`src/logic/scratch_pkg.sv`:
```
// scratch_pkg: widths, config-space constants and shared types for the scratchpad slave
package scratch_pkg;

  // ============================================================
  // bus and memory geometry
  // ============================================================
  localparam int DATA_BYTES = 32;         // byte lanes per bus word
  localparam int RAM_ROWS   = 128;        // 4 KiB of 32-byte rows
  localparam int RD_LATENCY = 3;          // edges from request sample to response

  typedef logic [8*DATA_BYTES-1:0] data_t; // 256-bit bus data word
  typedef logic [DATA_BYTES-1:0]   sel_t;  // one bit per byte lane
  typedef logic [31:0]             addr_t; // byte address
  typedef logic [7:0]              tid_t;  // transaction id
  typedef logic [6:0]              row_t;  // ram row, adr[11:5]
  typedef logic [3:0]              cfg_row_t; // header row, adr[7:5] zero extended

  // ============================================================
  // config decode and base address register
  // ============================================================
  localparam logic [7:0] CFG_BUS    = 8'd0;   // vs adr[27:20]
  localparam logic [4:0] CFG_DEVICE = 5'd11;  // vs adr[19:15]
  localparam logic [2:0] CFG_FUNC   = 3'd0;   // vs adr[14:12]

  localparam addr_t BAR0_RESET = 32'hFFF0_0001; // window at top of map, 1 MiB
  localparam addr_t BAR0_MASK  = 32'hFFF0_0000; // compared and writable bits

  // ============================================================
  // identity header contents
  // ============================================================
  localparam logic [15:0] CFG_VENDOR_ID       = 16'h0000;
  localparam logic [15:0] CFG_DEVICE_ID       = 16'h0000;
  localparam logic [7:0]  CFG_CLASS           = 8'h05;  // memory controller
  localparam logic [7:0]  CFG_SUBCLASS        = 8'h00;  // ram
  localparam logic [7:0]  CFG_PROGIF          = 8'h01;
  localparam logic [7:0]  CFG_REVISION_ID     = 8'h00;
  localparam logic [7:0]  CFG_HEADER_TYPE     = 8'h00;  // general device
  localparam logic [7:0]  CFG_CACHE_LINE_SIZE = 8'd8;   // in 32-bit units
  localparam logic [7:0]  CFG_IRQ_LINE        = 8'hFF;  // not wired

  // word index of each field in the 16-word header
  // word 15 sits at byte 0x3c, so the header spans header rows 0 and 1
  localparam int CFG_WORD_ID    = 0;
  localparam int CFG_WORD_CLASS = 2;
  localparam int CFG_WORD_HDR   = 3;
  localparam int CFG_WORD_BAR0  = 4;
  localparam int CFG_WORD_IRQ   = 15;

endpackage

```
`src/logic/config_space.sv`:
```
// config_space: identity header with writable bar0, read data aligned to ram latency
`timescale 1ns/1ps
`default_nettype none

module config_space (
  input  wire logic                 sys_slave,
  input  wire logic                 arst_n_i,
  input  wire logic                 cs_config_i, // stage-1 config select
  input  wire logic                 we_i,
  input  wire scratch_pkg::sel_t    sel_i,
  input  wire scratch_pkg::cfg_row_t row_i,      // header row
  input  wire scratch_pkg::data_t   dat_i,
  output scratch_pkg::addr_t        bar0_o,
  output scratch_pkg::data_t        rdat_o       // valid two edges after select
);
  import scratch_pkg::*;

  addr_t bar0_q;
  logic  [31:0] hdr_word [16]; // full 64-byte header, word per entry
  data_t hdr_row;              // selected header row
  logic  bar0_wr;
  data_t rd1_q, rd2_q;         // read pipe, matches ram address + output regs

  // ============================================================
  // header image
  // ============================================================
  always_comb begin
    for (int w = 0; w < 16; w++) begin
      hdr_word[w] = '0;                          // reserved words read zero
    end
    hdr_word[CFG_WORD_ID]    = {CFG_DEVICE_ID, CFG_VENDOR_ID};
    hdr_word[CFG_WORD_CLASS] = {CFG_CLASS, CFG_SUBCLASS, CFG_PROGIF, CFG_REVISION_ID};
    hdr_word[CFG_WORD_HDR]   = {8'h00, CFG_HEADER_TYPE, 8'h00, CFG_CACHE_LINE_SIZE};
    hdr_word[CFG_WORD_BAR0]  = bar0_q;
    hdr_word[CFG_WORD_IRQ]   = {24'h0, CFG_IRQ_LINE};  // pin and grant fields zero
  end

  // eight words per 32-byte row, rows past 1 are empty
  always_comb begin
    hdr_row = '0;
    if (row_i < 4'd2) begin
      for (int w = 0; w < 8; w++) begin
        hdr_row[32*w +: 32] = hdr_word[8*row_i + w];
      end
    end
  end

  // ============================================================
  // bar0
  // ============================================================
  // whole-word write to word 4 of row 0 only
  assign bar0_wr = cs_config_i && we_i && row_i == '0 &&
                   sel_i[4*CFG_WORD_BAR0 +: 4] == 4'hF;

  always_ff @(posedge sys_slave or negedge arst_n_i) begin
    if (!arst_n_i) begin
      bar0_q <= BAR0_RESET;
    end else if (bar0_wr) begin
      bar0_q <= (bar0_q & ~BAR0_MASK) |
                (dat_i[32*CFG_WORD_BAR0 +: 32] & BAR0_MASK); // low bits fixed
    end
  end

  assign bar0_o = bar0_q;

  // ============================================================
  // read path, two registers deep
  // ============================================================
  always_ff @(posedge sys_slave) begin
    if (cs_config_i && !we_i) begin
      rd1_q <= hdr_row;      // bar0 sampled before a same-edge write lands
    end
    rd2_q <= rd1_q;
  end

  assign rdat_o = rd2_q;

  // an unknown bar0 bit would poison every memory decode
  a_bar0_known: assert property (@(posedge sys_slave) disable iff (!arst_n_i)
    !$isunknown(bar0_q))
    else $error("bar0 holds unknown bits");

endmodule

`default_nettype wire

```
`config.mk`:
```
export PLATFORM = sky130hd
export DESIGN_NAME = config_space
export DESIGN_NICKNAME = d
export VERILOG_FILES = /design/src/logic/scratch_pkg.sv /design/src/logic/config_space.sv
export SDC_FILE = /design/constraint.sdc
export NUM_CORES = 1
export LEC_CHECK = 0
export ABC_CLOCK_PERIOD_IN_PS = 1000
export BUFFER_PORTS_ARGS = -buffer_cell sky130_fd_sc_hd__buf_2
export CAP_MARGIN = 20
export CORE_AREA = 2 2 226 228
export DETAILED_ROUTE_END_ITERATION = 6
export DIE_AREA = 0 0 228 230
export GPL_ROUTABILITY_DRIVEN = 0
export SLEW_MARGIN = 20
export SYNTH_ARGS = -nofsm -noshare
export SYNTH_HDL_FRONTEND = slang
export SYNTH_SLANG_ARGS = --single-unit
export TNS_END_PERCENT = 20
```
`constraint.sdc`:
```
create_clock -name sys_slave -period 1 [get_ports sys_slave]
set_input_delay 0.15 -clock sys_slave [delete_from_list [all_inputs] [get_ports sys_slave]]
set_output_delay 0.15 -clock sys_slave [all_outputs]
set_load 0.01 [all_outputs]
```
==> metrics.yaml, run 1 <==
critPathArrivalTime_ns: 0.94
drc_errors: 0
timing.final.crit_share: 1.086
synth_edf_count: 15
syn_inst: 337
whs_path_depth: 2
wl_per_cell_um: 4.258
fin_nets: 698
fin_ws_ns: -0.08620
path_delay_family: "flip-flops"
grt_pass1_wl_um: 5492
leakagePower_nw: 1.720
die_y_um: 230
initialDrtViolationCount: 13
numCtsBuffers: 5
hold_violations: 0
seq_area_frac_synth: 0.3165
cts_root_buf: "clkbuf_16"
skew_ns: 0.002677
die_area_um2: 52440
path_max_fanout: 3
setup-tns-final_ns: -1.609
port_buffers: 60
cts_buffer_depth: 2
async_flop_share: 0.2857
cts_tree: "done"
synth_area_um2: 3368
clkTransAtPathRegs_ns: 0.06
setup-violations-final: 24
drt_wl_total_um: 4577
whs_ns: 0.09185
viasPerCell: 1.448
ys_types: 16
crit_type: "flip-flop to primary output"
rr_worst_depth: 2
rsz0062_at_grt: "true"
required_ns: 0.85
pin_count: 584
start_util: 0.06755
antenna_found_initial: 1
layout-drive-gt1-share: 0.2680
ir_worst_vdd_v: 0.0009683
grt_max_degree: 16
drv_slew: 0
drt_first_pass_iters: 3
grt_overflow: 0
cp_num_buf_inv: 1
ant_nets: 0
fp.dieW_um: 228
slowest_delay_ns: 0.55
hold_path_class: "input pin to flip-flop"
grtUsageTotal: 0.01411
crit_path_cell_trace: "buf_6"
fmax_mhz: 920.6
end_kind: "primary output"
area_growth_pct: 13.41
synth_top_area_share: 0.5817
post-route-util: 0.07661
cp_slowest_cell: "dfstp_2"
dp_hpwl_um: 3882
core.rowCount: 82
cp.depth: 1
netlist.top_cell.by_area: "buf_4"
critPathLaunchType: "flip-flop"
pre_cts_ws_ns: -0.4184
insertion_delay_ns: 0.28
postSynthAreaPerCell_um2: 9.995
via_count: 1557
ys_warn_count: 0
drv_cap: 0
htree_levels: 2
synth_seq_cells: 42
synth.area.top_cells: "buf_4 58%, edfxtp_1 13%, dfstp_2 9.4%"
outcome: "finished with violations"
core_area_um2: 49860
period_needed_ns: 1.086
cts_sinks: 42
violations: "setup timing"
first_global_vias: 992
antennaDiodeCount: 0
power.density_nw_per_um2: 1087
ys.flop_type: "edfxtp_1"
## cell usage in the layout (no fill, tap or decap)
master         netlist  layout
mux2_4              10      12
conb_1               2     251
dfxtp_2              0       1
buf_2                1      46
and4_4               1       2
and4_1               1       1
nor4_1               1       1
buf_12               1       1
nor4_4               1       1
edfxtp_1            15      15
nor2b_2              0       1
clkinvlp_4           0       2
dlygate4sd3_1        0       1
buf_4              261       9
nor4b_1              1       1
buf_6                0      14
clkbuf_16            0       5
dfxtp_4              0       1
inv_6                0       1
dfstp_2             12      12
and2_1              12      12
dfxtp_1             15      13
## Yosys cell counts, types with 2 or more instances
cell	instances
buf_4	261
dfxtp_1	15
edfxtp_1	15
and2_1	12
dfstp_2	12
mux2_4	10
conb_1	2
mux2_2	2
## cell families after synthesis
| logic type | share of synthesized area |
|---|---|
| buffers and inverters | 0.5892 |
| muxes | 0.05126 |
| and+or+nand+nor | 0.04086 |
| DFF | 0.3165 |
| other | 0.002230 |
## cell type report
| cell class | instances | area (um2) |
|---|---|---|
| fill | 5800 | 46040 |
| multi-input combinational | 282 | 1274 |
| sequential | 42 | 1071 |
| tap | 672 | 840.8 |
| timing repair buffer | 71 | 485.5 |
| clock buffer | 5 | 125.1 |
| clock inverter | 3 | 23.77 |
## sequential cells by signal (all words and copies together), names as in the netlist
register / cells
rd1_q: 15
bar0_o: 12
rdat_o: 15
## layer usage
metal  wire (um)  track usage  part of all wire
met2        2219      0.02544              0.48
met3        1040     0.007564              0.23
met5           0            0                 0
met1        1228      0.01278              0.27
met4          89     0.007353             0.019
## per-stage QoR
stage                     total power [mW]  std cells  instance area, um2
after floorplan                      3.135        586                4305
after global placement               2.538       1062                3527
after detailed placement             2.540       1062                3527
after CTS                            4.180       1073                3802
after global routing                 4.346       1075                3820
final                                4.151       1075                3820
## timing repair
action	CTS	global route
hold buffers	1	0
cloned	1	0
endpoints found under the setup margin	36	32
gates resized for setup	21	1
setup buffers	1	2
hold endpoints to repair	12	0
pin swaps	2	1
## where the power goes
part	leakage (nW)	total, mW	switching, mW	internal, mW
sequential	0.392	1.87	0.0271	1.84
combinational	1.26	0.690	0.549	0.141
clock	0.0664	1.59	0.660	0.931
## final timing paths
check	startpoint	end	slack, ns
setup / recovery	bar0_o[29]	bar0_o[29]	-0.09
hold / removal	dat_i[150]	bar0_o[22]	0.09
setup reg to reg	bar0_o[21]	rd1_q[149]	0.12
hold reg to reg	rd1_q[149]	rdat_o[149]	0.34
max in group asynchronous	arst_n_i	bar0_o[30]	0.47
min in group asynchronous	arst_n_i	bar0_o[28]	0.50
Note: power is estimated with default switching activity, not from simulation.
==> run 2: changes to the inputs <==
- ABC_CLOCK_PERIOD_IN_PS: 1000 -> not set
- SKIP_LAST_GASP: not set -> 1
- TNS_END_PERCENT: 20 -> 1
==> run 2 against run 1 <==
Compared with the run above:
- the run still ends with setup timing left
- flip-flop and latch count is the same
- clock power is essentially flat
- critical endpoint unchanged
- design area shrank 0.43%
- critical path type unchanged
==> metrics.yaml, run 2 (synthesis gave the netlist of run 1 again) <==
outcome: "finished with violations"
violations: "setup timing"
grt_overflow: 0  # unchanged
die_area_um2: 52440  # unchanged
multi_input_area_um2: 1274  # unchanged
port_buffers: 60  # unchanged
hold_path_class: "input pin to flip-flop"
layout_common_cells: "251 x conb_1, 49 x buf_2, 15 x edfxtp_1, 15 x dfxtp_1"
fin_nets: 699  # +0.14%
path_max_fanout: 3  # unchanged
insertion_delay_ns: 0.28  # about the same
core.rowCount: 82  # unchanged
whs_ns: 0.09175  # -0.0001026 ns
cp_num_buf_inv: 1  # unchanged
critPathArrivalTime_ns: 0.95  # about the same
antennaDiodeCount: 0  # unchanged
first_global_vias: 977  # -1.5%
wl_per_cell_um: 4.247  # -0.25%
clkTransAtPathRegs_ns: 0.06  # about the same
crit_path_cell_trace: "buf_2"
hold_violations: 0  # unchanged
drv_slew: 0  # unchanged
ir_worst_vdd_v: 0.0009735  # +0.54%
fp.dieW_um: 228  # unchanged
drt_first_pass_iters: 4  # +1
skew_ns: 0.002978  # +0.0003006 ns
core_area_um2: 49860  # unchanged
pre_cts_ws_ns: -0.4184  # unchanged
area_growth_pct: 12.93
grt_max_degree: 16  # unchanged
critPathLaunchType: "flip-flop"
required_ns: 0.85  # about the same
leakagePower_nw: 1.723  # +0.21%
grt_pass1_wl_um: 5416  # -1.4%
drc_errors: 0  # unchanged
ant_nets: 0  # unchanged
hold_start: "dat_i[150]"
r2r-start: "bar0_o[23]"
cts_buffer_depth: 2  # unchanged
fin_ws_ns: -0.09682  # -0.01061 ns
cts_sinks: 42  # unchanged
cp_slowest_cell: "dfstp_2"
end_kind: "primary output"
cts_root_buf: "clkbuf_16"
layout-drive-gt1-share: 0.2649  # -0.003139
crit_type: "flip-flop to primary output"
dp_hpwl_um: 3882  # unchanged
rsz0062_at_grt: "true"
start_util: 0.06755  # unchanged
grtUsageTotal: 0.01398  # -0.0001321
slowest_delay_ns: 0.54  # about the same
setup-violations-final: 32  # +33%
path_delay_family: "flip-flops"
period_needed_ns: 1.097  # +0.01061 ns
drv_cap: 0  # unchanged
timing.final.crit_share: 1.097  # +0.01061
seq_area_um2: 1066  # -0.47%
nFillCells: 5805  # +0.086%
via_count: 1557  # unchanged
pin_count: 584  # unchanged
final_common_cell: "conb_1"
fmax_mhz: 911.7  # -0.97%
numCtsBuffers: 5  # unchanged
die_y_um: 230  # unchanged
antenna_found_initial: 1  # unchanged
post-route-util: 0.07628  # -0.0003263
viasPerCell: 1.447  # about the same
power.density_nw_per_um2: 1090  # +0.35%
cts_tree: "done"
drt_wl_total_um: 4570  # -0.15%
crit_start: "bar0_o[29]"
htree_levels: 2  # unchanged
initialDrtViolationCount: 17  # +4
==> run 2: changes by cell type in the layout (fill, tap and decap cells not counted), sizes merged <==
| cell | change |
|---|---|
| buf | +1 |
==> run 2: what timing repair did <==
item	CTS	global route
gates cloned	1	0
endpoints found under the hold margin	12	0
resized for setup	12	4
setup endpoints to repair	36	36
hold buffers	1	0
pin swaps	2	2
setup buffers	1	3
==> run 2: final timing paths <==
path,to,slack [ns],cells after the start
min reg2reg,rdat_o[154],0.34,0
max,bar0_o[29],-0.1,1
min,bar0_o[22],0.09,2
max reg2reg,rd1_q[151],0.12,2
max in group asynchronous,bar0_o[31],0.47,2
min in group asynchronous,bar0_o[28],0.51,2
==> run 2: layout make-up <==
cell class | instances | area share
Clock inverter | 3 | 0.006250
Clock buffer | 5 | 0.03289
Sequential cell | 42 | 0.2803
Tap cell | 672 | 0.2211
Timing Repair Buffer | 72 | 0.1247
Multi-Input combinational cell | 282 | 0.3349
==> run 2: report_power, final <==
group	switching [mW]	leakage, nW	internal, mW
logic	0.550	1.27	0.138
clock network	0.660	0.0664	0.931
registers	0.0264	0.392	1.84
total	1.24	1.72	2.91
==> run 2: per-layer routing <==
| metal | global-route usage | routed length [um] | vias to the layer above |
|---|---|---|---|
| met5 | 0 | 0 | - |
| met2 | 0.02525 | 2227 | 232 |
| met3 | 0.007440 | 1045 | 8 |
| met1 | 0.01263 | 1209 | 649 |
| li1 | - | - | 668 |
| met4 | 0.007353 | 88 | 0 |
==> run 2: per-stage QoR <==
step / total power, mW / instance area [um2] / instances / setup TNS, ns
floorplan: 3.135 / 4305 / 586 / -2.760
global placement: 2.538 / 3527 / 1062 / -4.968
detailed placement: 2.540 / 3527 / 1062 / -5.120
CTS: 4.169 / 3762 / 1073 / -2.814
global route: 4.343 / 3804 / 1076 / -3.415
finish: 4.148 / 3804 / 1076 / -2.082
