<file path="config.mk">
export PLATFORM = sky130hd
export DESIGN_NAME = resp_stage
export DESIGN_NICKNAME = d
export VERILOG_FILES = /design/src/logic/scratch_pkg.sv /design/src/logic/resp_stage.sv
export SDC_FILE = /design/constraint.sdc
export NUM_CORES = 1
export LEC_CHECK = 0
export BUFFER_PORTS_ARGS = -buffer_cell sky130_fd_sc_hd__buf_2
export CAP_MARGIN = 20
export CELL_PAD_IN_SITES_DETAIL_PLACEMENT = 1
export CELL_PAD_IN_SITES_GLOBAL_PLACEMENT = 1
export CORE_AREA = 2 2 331 333
export DETAILED_ROUTE_END_ITERATION = 12
export DIE_AREA = 0 0 333 335
export PLACE_DENSITY_LB_ADDON = 0.1
export SLEW_MARGIN = 20
export SYNTH_ARGS = -nofsm -noshare
export SYNTH_HDL_FRONTEND = slang
export SYNTH_SLANG_ARGS = --single-unit
</file>
<file path="constraint.sdc">
create_clock -name sys_slave -period 1.1 [get_ports sys_slave]
set_input_delay 0.165 -clock sys_slave [delete_from_list [all_inputs] [get_ports sys_slave]]
set_output_delay 0.165 -clock sys_slave [all_outputs]
set_load 0.01 [all_outputs]
</file>
<file path="src/logic/scratch_pkg.sv">
// scratch_pkg: widths, config-space constants and shared types for the scratchpad slave
package scratch_pkg;

  // ============================================================
  // bus and memory geometry
  // ============================================================
  localparam int DATA_BYTES = 32;         // byte lanes per bus word
  localparam int RAM_ROWS   = 128;        // 4 KiB of 32-byte rows
  localparam int RD_LATENCY = 3;          // edges from request sample to response

  typedef logic [8*DATA_BYTES-1:0] data_t; // 256-bit bus data word
  typedef logic [DATA_BYTES-1:0]   sel_t;  // one bit per byte lane
  typedef logic [31:0]             addr_t; // byte address
  typedef logic [7:0]              tid_t;  // transaction id
  typedef logic [6:0]              row_t;  // ram row, adr[11:5]
  typedef logic [3:0]              cfg_row_t; // header row, adr[7:5] zero extended

  // ============================================================
  // config decode and base address register
  // ============================================================
  localparam logic [7:0] CFG_BUS    = 8'd0;   // vs adr[27:20]
  localparam logic [4:0] CFG_DEVICE = 5'd11;  // vs adr[19:15]
  localparam logic [2:0] CFG_FUNC   = 3'd0;   // vs adr[14:12]

  localparam addr_t BAR0_RESET = 32'hFFF0_0001; // window at top of map, 1 MiB
  localparam addr_t BAR0_MASK  = 32'hFFF0_0000; // compared and writable bits

  // ============================================================
  // identity header contents
  // ============================================================
  localparam logic [15:0] CFG_VENDOR_ID       = 16'h0000;
  localparam logic [15:0] CFG_DEVICE_ID       = 16'h0000;
  localparam logic [7:0]  CFG_CLASS           = 8'h05;  // memory controller
  localparam logic [7:0]  CFG_SUBCLASS        = 8'h00;  // ram
  localparam logic [7:0]  CFG_PROGIF          = 8'h01;
  localparam logic [7:0]  CFG_REVISION_ID     = 8'h00;
  localparam logic [7:0]  CFG_HEADER_TYPE     = 8'h00;  // general device
  localparam logic [7:0]  CFG_CACHE_LINE_SIZE = 8'd8;   // in 32-bit units
  localparam logic [7:0]  CFG_IRQ_LINE        = 8'hFF;  // not wired

  // word index of each field in the 16-word header
  // word 15 sits at byte 0x3c, so the header spans header rows 0 and 1
  localparam int CFG_WORD_ID    = 0;
  localparam int CFG_WORD_CLASS = 2;
  localparam int CFG_WORD_HDR   = 3;
  localparam int CFG_WORD_BAR0  = 4;
  localparam int CFG_WORD_IRQ   = 15;

endpackage

</file>
<file path="src/logic/resp_stage.sv">
// resp_stage: delays ack, tid and adr to the ram latency and registers the bus response
`timescale 1ns/1ps
`default_nettype none

module resp_stage (
  input  wire logic                 sys_slave,
  input  wire logic                 arst_n_i,
  input  wire logic                 ack_req_i,  // stage-1 ack eligibility
  input  wire logic                 cfg_rd_i,   // stage-1 config read
  input  wire scratch_pkg::tid_t    tid_i,
  input  wire scratch_pkg::addr_t   adr_i,
  input  wire scratch_pkg::data_t   ram_dat_i,  // already two edges behind stage 1
  input  wire scratch_pkg::data_t   cfg_dat_i,  // same alignment as ram data
  output logic                      ack_o,      // one-cycle pulse
  output scratch_pkg::data_t        dat_o,
  output scratch_pkg::tid_t         tid_o,
  output scratch_pkg::addr_t        adr_o
);
  import scratch_pkg::*;

  localparam int DLY = RD_LATENCY - 1; // stages before the output register

  logic  [DLY-1:0] ack_dly;   // index 0 newest
  logic  [DLY-1:0] cfg_dly;
  tid_t  tid_dly [DLY];
  addr_t adr_dly [DLY];

  // ============================================================
  // delay line
  // ============================================================
  always_ff @(posedge sys_slave or negedge arst_n_i) begin
    if (!arst_n_i) begin
      ack_dly <= '0;
      cfg_dly <= '0;
    end else begin
      ack_dly <= {ack_dly[DLY-2:0], ack_req_i}; // shift in newest
      cfg_dly <= {cfg_dly[DLY-2:0], cfg_rd_i};
    end
  end

  // tid and adr ride along without reset, ack qualifies them
  always_ff @(posedge sys_slave) begin
    tid_dly[0] <= tid_i;
    adr_dly[0] <= adr_i;
    for (int i = 1; i < DLY; i++) begin
      tid_dly[i] <= tid_dly[i-1];
      adr_dly[i] <= adr_dly[i-1];
    end
  end

  // ============================================================
  // bus response register
  // ============================================================
  always_ff @(posedge sys_slave or negedge arst_n_i) begin
    if (!arst_n_i) begin
      ack_o <= 1'b0;
    end else begin
      ack_o <= ack_dly[DLY-1];
    end
  end

  always_ff @(posedge sys_slave) begin
    dat_o <= cfg_dly[DLY-1] ? cfg_dat_i : ram_dat_i; // header or ram
    tid_o <= tid_dly[DLY-1];
    adr_o <= adr_dly[DLY-1];
  end

  // master samples ack every cycle, it must be a clean level
  a_ack_known: assert property (@(posedge sys_slave) disable iff (!arst_n_i)
    !$isunknown(ack_o))
    else $error("ack_o unknown");

endmodule

`default_nettype wire

</file>
==> run_results.csv, run 1 <==
group,metric,value,unit
outcome,status,"finished with violations",
outcome,failed_checks,"setup timing",
worst_setup_path,crit_end,"dat_o[31]",
clock_tree,cts_tree,"yes",
power,leakagePower,0.0118,µW
synthesis,syn_area,0.0108,mm²
worst_setup_path,crit_slowest_cell,"dfrtp_4",
synthesis,yosys.area.top_type,"dfxtp_1",
detailed_routing,drtIter0Drc,164,
final_layout,layout_commonest_cell,"buf_2",
die,dieArea,0.112,mm²
die,ios,853,
clock_tree,h-tree-depth,2,
synthesis,yosys-top-cells-area,"dfxtp_1 69%, mux2_2 27%, buf_6 2.7%",
sta,max_freq,0.704,GHz
synthesis,ys_ff_latch,381,
sta,fin_skew,0.0140,ns
clock_tree,numCtsBuffers,50,
placement,portBuffers,852,
power,power,38000,µW
detailed_routing,drtPass1Iterations,4,
die,row_count,121,
final_layout,layout_common_cells,"613 x buf_2, 556 x dlygate4sd3_1, 254 x buf_6",
synthesis,synth_top_family_by_area,"multiplexers",
grt,grtUsageMet2,19.3,%
final_layout,multi_input_area,0.00298,mm²
sta,rsz0062_at_grt,"yes",
detailed_routing,via_per_inst,3.05,
grt,grt_max_degree,19,
die,die_y,335,µm
final_layout,fin_nets,2705,
worst_setup_path,crit_path_end_kind,"flip-flop",
clock_tree,clk_pin_slew,0.06,ns
final_layout,n_fill_cell,12200,
synthesis,ys_types,6,
clock_tree,cts_root_buf,"clkbuf_16",
synthesis,syn_area_per_cell,16.3,µm²
detailed_routing,wl_per_cell,16.1,µm
final_layout,seq_area,0.00796,mm²
die,die_w,333,µm
placement,dp_hpwl,44000,µm
clock_tree,clk_path_buf_depth,3,
worst_setup_path,start_kind,"flip-flop",
detailed_routing,antenna_left,0,
sta,slew_violations,0,
grt,use_met3,3.44,%
power,power_density,1430,mW/mm²
grt,grtUsageMet1,9.19,%
placement,gp_congestion,0.761,
sta,maxSlewHeadroom,85.1,%
sta,fin_ws,-0.320,ns
synthesis,ys_warn_count,0,
worst_setup_path,rrSetupSlack,-0.32,ns
worst_setup_path,timing.critical_path.from,"cfg_dly[1]",
worst_setup_path,critical_path_class,"reg -> reg",
final_layout,drive_gt1_share,67.6,%
worst_setup_path,r2r_cells,5,
final_layout,antenna_cells,0,
synthesis,synth-xor-area-share,0,%
worst_setup_path,crit_chain,"buf_4, buf_12, buf_16, buf_6, mux2_2",
power,ir_drop,1.10,mV
final_layout,area_growth,145,%
worst_setup_path,worstPathRequired,1.59,ns
sta,fin_crit,1.42,ns
worst_setup_path,cp_slowest_stage_delay,0.50,ns
job,cap_violations,0,
worst_setup_path,critPathMaxFanout,6,
grt,grt_pass1_vias,12900,
grt,top_usage_layer,"met2",
detailed_routing,drc_errors,0,
grt,grt_pass1_wl,81700,µm
synthesis,synth-adder-area-share,0,%
detailed_routing,wl,58100,µm
synthesis,synth-seq-area-share,70.6,%
worst_setup_path,arrival,1.91,ns
sta,finalSetupViolations,553,
synthesis,synth_compound_area_share,0,%
clock_tree,clock-sinks,381,
synthesis,yosys.area_share.simple,0,%
grt,antenna_found_initial,0,
synthesis,synth_top_area_share,69.4,%
hold_path,hp-class,"in -> reg",
grt,overflow,0,
synthesis,syn_nets,1221,
grt,grt.total_usage,9.91,%
synthesis,synthMuxAreaShare,26.6,%
worst_setup_path,r2r-start,"cfg_dly[1]",
sta,worst_pin_slew,0.223,ns
synthesis,syn_inst,665,
clock_tree,clk_latency,0.63,ns
die,start_util,10.0,%
worst_setup_path,r2r-end,"dat_o[31]",
die,core_area,0.108,mm²
sta,hold_viol_final,0,
sta,finalCritPeriodShare,129,%
final_layout,final_util,24.6,%
detailed_routing,vias,11000,
-- report_power, final --
part	switching (µW)	internal [µW]	total, µW	leakage [µW]
Clock	6710	9520	16200	0.000790
Sequential	403	14900	15300	0.00323
Combinational	2120	4270	6380	0.00774
Total	9230	28700	38000	0.0118
-- cell type report --
cell class / count / area share [%]
clock inverters: 14 / 0.753
flip-flops and latches: 381 / 30.0
well taps: 1414 / 6.66
clock buffers: 70 / 5.37
repair buffers: 1460 / 46.1
multi-input cells: 256 / 11.2
-- flip-flops by register name, indices dropped and copies added, names as in the netlist --
signal and flops:
dat_o 256, ack_dly 2, ack_o 1, tid_o 8, adr_o 32, adr_dly 64
cfg_dly 2, tid_dly 16
-- critical path: cells and delay by family (launching register included) --
| kind | cells | cell delay (ns) |
|---|---|---|
| buf+inv | 4 | 0.53 |
| flops | 1 | 0.50 |
| mux | 1 | 0.27 |
-- cell families after synthesis --
| group | Yosys count |
|---|---|
| mux | 256 |
| buf+inv | 28 |
| flops | 381 |
-- through the flow --
| step | setup slack (ns) | hold slack (ns) | instance area [µm²] | TNS, ns | instances |
|---|---|---|---|---|---|
| after floorplan | -0.0519 | -0.131 | 10900 | -11.87 | 665 |
| after global placement | -0.282 | -0.0107 | 17000 | -56.41 | 2936 |
| after detailed placement | -0.299 | -0.0136 | 17000 | -59.55 | 2936 |
| after CTS | -0.369 | 0.0779 | 26000 | -124.77 | 3589 |
| after global routing | -0.370 | 0.121 | 26600 | -124.43 | 3595 |
| final | -0.320 | 0.175 | 26600 | -92.69 | 3595 |
-- worst min-delay path by stage --
stage                          from  cells past startpoint        endpoint  slack [ns]
final                     adr_i[29]                      2  adr_dly[0][29]        0.17
after floorplan            arst_n_i                      0      ack_dly[0]       -0.13
after global placement     arst_n_i                      1      ack_dly[0]       -0.01
after global routing      adr_i[29]                      2  adr_dly[0][29]        0.12
after detailed placement   arst_n_i                      1      ack_dly[0]       -0.01
after CTS                  adr_i[1]                      2   adr_dly[0][1]        0.08
-- Yosys cell counts --
master	instances
dfxtp_1	376
mux2_2	256
buf_6	26
dfrtp_1	5
buf_2	1
buf_4	1
-- layer usage --
metal | wire length [µm] | part of all wire (%)
met4 | 2150 | 3.7
met1 | 19000 | 33
met5 | 0 | 0
met3 | 4440 | 7.6
met2 | 32400 | 56
-- timing repair --
action	4_1_cts	5_1_grt
resized for setup	501	133
setup buffers	8	1
pin swaps	0	0
cloned	5	5
endpoints found under the setup margin	553	553
endpoints found under the hold margin	303	0
hold buffers	556	0
Power figures use the tool's default switching activity.
==> run 2, diff against run 1 <==
Clock period 1.1 ns to 1.2 ns, I/O delays scaled along.
==> run 2 against run 1 <==
Final cell count down 0.19%. The run still ends with setup timing left. Critical endpoint is now dat_o[103]. Combinational power decreased by 11%. Cell area down 1.2%. Total power fell by 8.3%. Critical path type unchanged. Register-to-register slack better by 0.096 ns.
==> run_results.csv, run 2 (synthesized netlist as in run 1, its figures left out) <==
group,metric,value,unit
final_layout,final_util,24.3,%
die,ios,853,
grt,grt.total_usage,9.74,%
final_layout,regMostFlops,"dat_o",
clock_tree,cts_tree,"yes",
detailed_routing,wl_per_cell,15.8,µm
die,die_w,333,µm
die,die_y,335,µm
sta,fin_hold_ws,0.193,ns
worst_setup_path,critPathMaxFanout,7,
clock_tree,numCtsBuffers,50,
power,leakagePower,0.0117,µW
detailed_routing,drtPass1Iterations,3,
clock_tree,clock-sinks,381,
power,ir_drop,0.905,mV
detailed_routing,drc_errors,0,
power,switchingPower,8600,µW
sta,max_freq,0.702,GHz
detailed_routing,vias,10900,
power,power.share.combinational,16.4,%
power,pwr-share-seq,40.4,%
outcome,failed_checks,"setup timing",
final_layout,largest_reg_flops,256,
worst_setup_path,crit_path_end_kind,"flip-flop",
sta,hold_viol_final,0,
sta,finalCritPeriodShare,119,%
final_layout,area_growth,142,%
worst_setup_path,timing.critical_path.from,"cfg_dly[1]",
sta,slew_violations,0,
worst_setup_path,worstPathRequired,1.69,ns
placement,place_inst,2925,
power,power_density,1330,mW/mm²
worst_setup_path,start_kind,"flip-flop",
placement,gp_congestion,0.740,
hold_path,hp-class,"in -> reg",
final_layout,fin_nets,2691,
placement,portBuffers,852,
final_layout,layout_common_cells,"624 x buf_2, 556 x dlygate4sd3_1, 232 x buf_6",
sta,fin_ws,-0.224,ns
worst_setup_path,critical_path_class,"reg -> reg",
sta,rsz0062_at_grt,"yes",
sta,maxSlewHeadroom,83.3,%
grt,antenna_found_initial,3,
sta,finalSetupViolations,552,
clock_tree,clk_pin_slew,0.06,ns
final_layout,layout_commonest_cell,"buf_2",
clock_tree,h-tree-depth,2,
final_layout,final_cell_area,0.0263,mm²
sta,fin_skew,0.0190,ns
grt,grt_pass1_vias,12800,
grt,overflow,0,
detailed_routing,wl,56800,µm
job,cap_violations,0,
final_layout,n_fill_cell,12100,
final_layout,seq_area,0.00795,mm²
worst_setup_path,r2r-start,"cfg_dly[1]",
detailed_routing,antenna_left,0,
outcome,status,"finished with violations",
die,start_util,10.0,%
final_layout,top_regs,"dat_o x256, adr_dly x64, adr_o x32",
grt,grt_pass1_wl,80600,µm
placement,dp_hpwl,42600,µm
sta,fin_crit,1.42,ns
final_layout,multi_input_area,0.00302,mm²
clock_tree,cts_root_buf,"clkbuf_16",
die,core_area,0.108,mm²
die,dieArea,0.112,mm²
hold_path,worst_hold_startpoint,"adr_i[27]",
clock_tree,clk_path_buf_depth,3,
worst_setup_path,arrival,1.92,ns
grt,grt_max_degree,29,
sta,worst_pin_slew,0.249,ns
final_layout,drive_gt1_share,67.0,%
detailed_routing,drtIter0Drc,90,
power,p_int,26200,µW
placement,dpl-instance-area,0.0168,mm²
detailed_routing,via_per_inst,3.03,
die,row_count,121,
final_layout,final-instance-count-excl-fill,3588,
sta,setup_tns,-46.12,ns
power,clkPwrFrac,43.2,%
power,swShare,24.7,%
clock_tree,clk_latency,0.62,ns
==> run 2: cell types whose count changed in the layout (fill, tap and decap cells not counted), moves of 5 or more <==
cell      previous run  this run
mux2_2             231       219
dfxtp_1            138       151
buf_2              613       624
dfxtp_2            235       221
buf_4                5        12
buf_6              254       232
mux2_4              25        37
clkinv_2             7        12
==> run 2: metal layers <==
layer  global-route usage, %  vias to the layer above  routed length (µm)
li1                        -                     5226                   -
met1                    8.85                     5080               18500
met2                    19.2                      494               31500
met3                    3.78                       88                5010
met4                    3.63                        0                1740
met5                       0                        -                   0
==> run 2: what timing repair did <==
item | 4_1_cts | 5_1_grt
hold endpoints to repair | 303 | 0
cloned | 4 | 2
resized for setup | 100 | 542
endpoints found under the setup margin | 542 | 552
buffers inserted | 12 | 4
hold buffers | 556 | 0
==> run 2: critical path, stage by stage, from the launching register on <==
cell	delay, ns
dfrtp_4	0.47
buf_12	0.16
buf_12	0.15
clkbuf_16	0.16
mux2_2	0.33
==> run 2: worst paths after layout <==
check,endpoint,slack [ns],cells past startpoint
min,adr_dly[0][27],0.19,2
min reg2reg,adr_dly[1][12],0.32,0
min in group asynchronous,cfg_dly[1],0.49,3
max reg2reg,dat_o[103],-0.22,4
max in group asynchronous,cfg_dly[1],0.48,3
max,dat_o[103],-0.22,4
==> run 2: layout make-up <==
class / instances / share of cell area (%)
Tap cell: 1414 / 6.74
Multi-Input combinational cell: 256 / 11.5
Sequential cell: 381 / 30.3
Timing Repair Buffer: 1446 / 45.2
Antenna cell: 3 / 0.0286
Clock inverter: 18 / 0.710
Clock buffer: 70 / 5.55
==> run 2: power by group through the flow <==
stage / combinational (µW) / sequential [µW] / clock [µW]
3_5_place_dp: 3370 / 14100 / 0
2_1_floorplan: 909 / 14500 / 0
4_1_cts: 5180 / 13800 / 15900
6_report: 5700 / 14100 / 15100
3_3_place_gp: 3360 / 14100 / 0
5_1_grt: 6120 / 14100 / 16500
==> run 2: through the flow <==
step | setup slack, ns | power [µW]
3_5_place_dp | -0.263 | 17500
6_report | -0.224 | 34800
3_3_place_gp | -0.234 | 17400
4_1_cts | -0.278 | 35000
2_1_floorplan | 0.0377 | 15400
5_1_grt | -0.285 | 36700
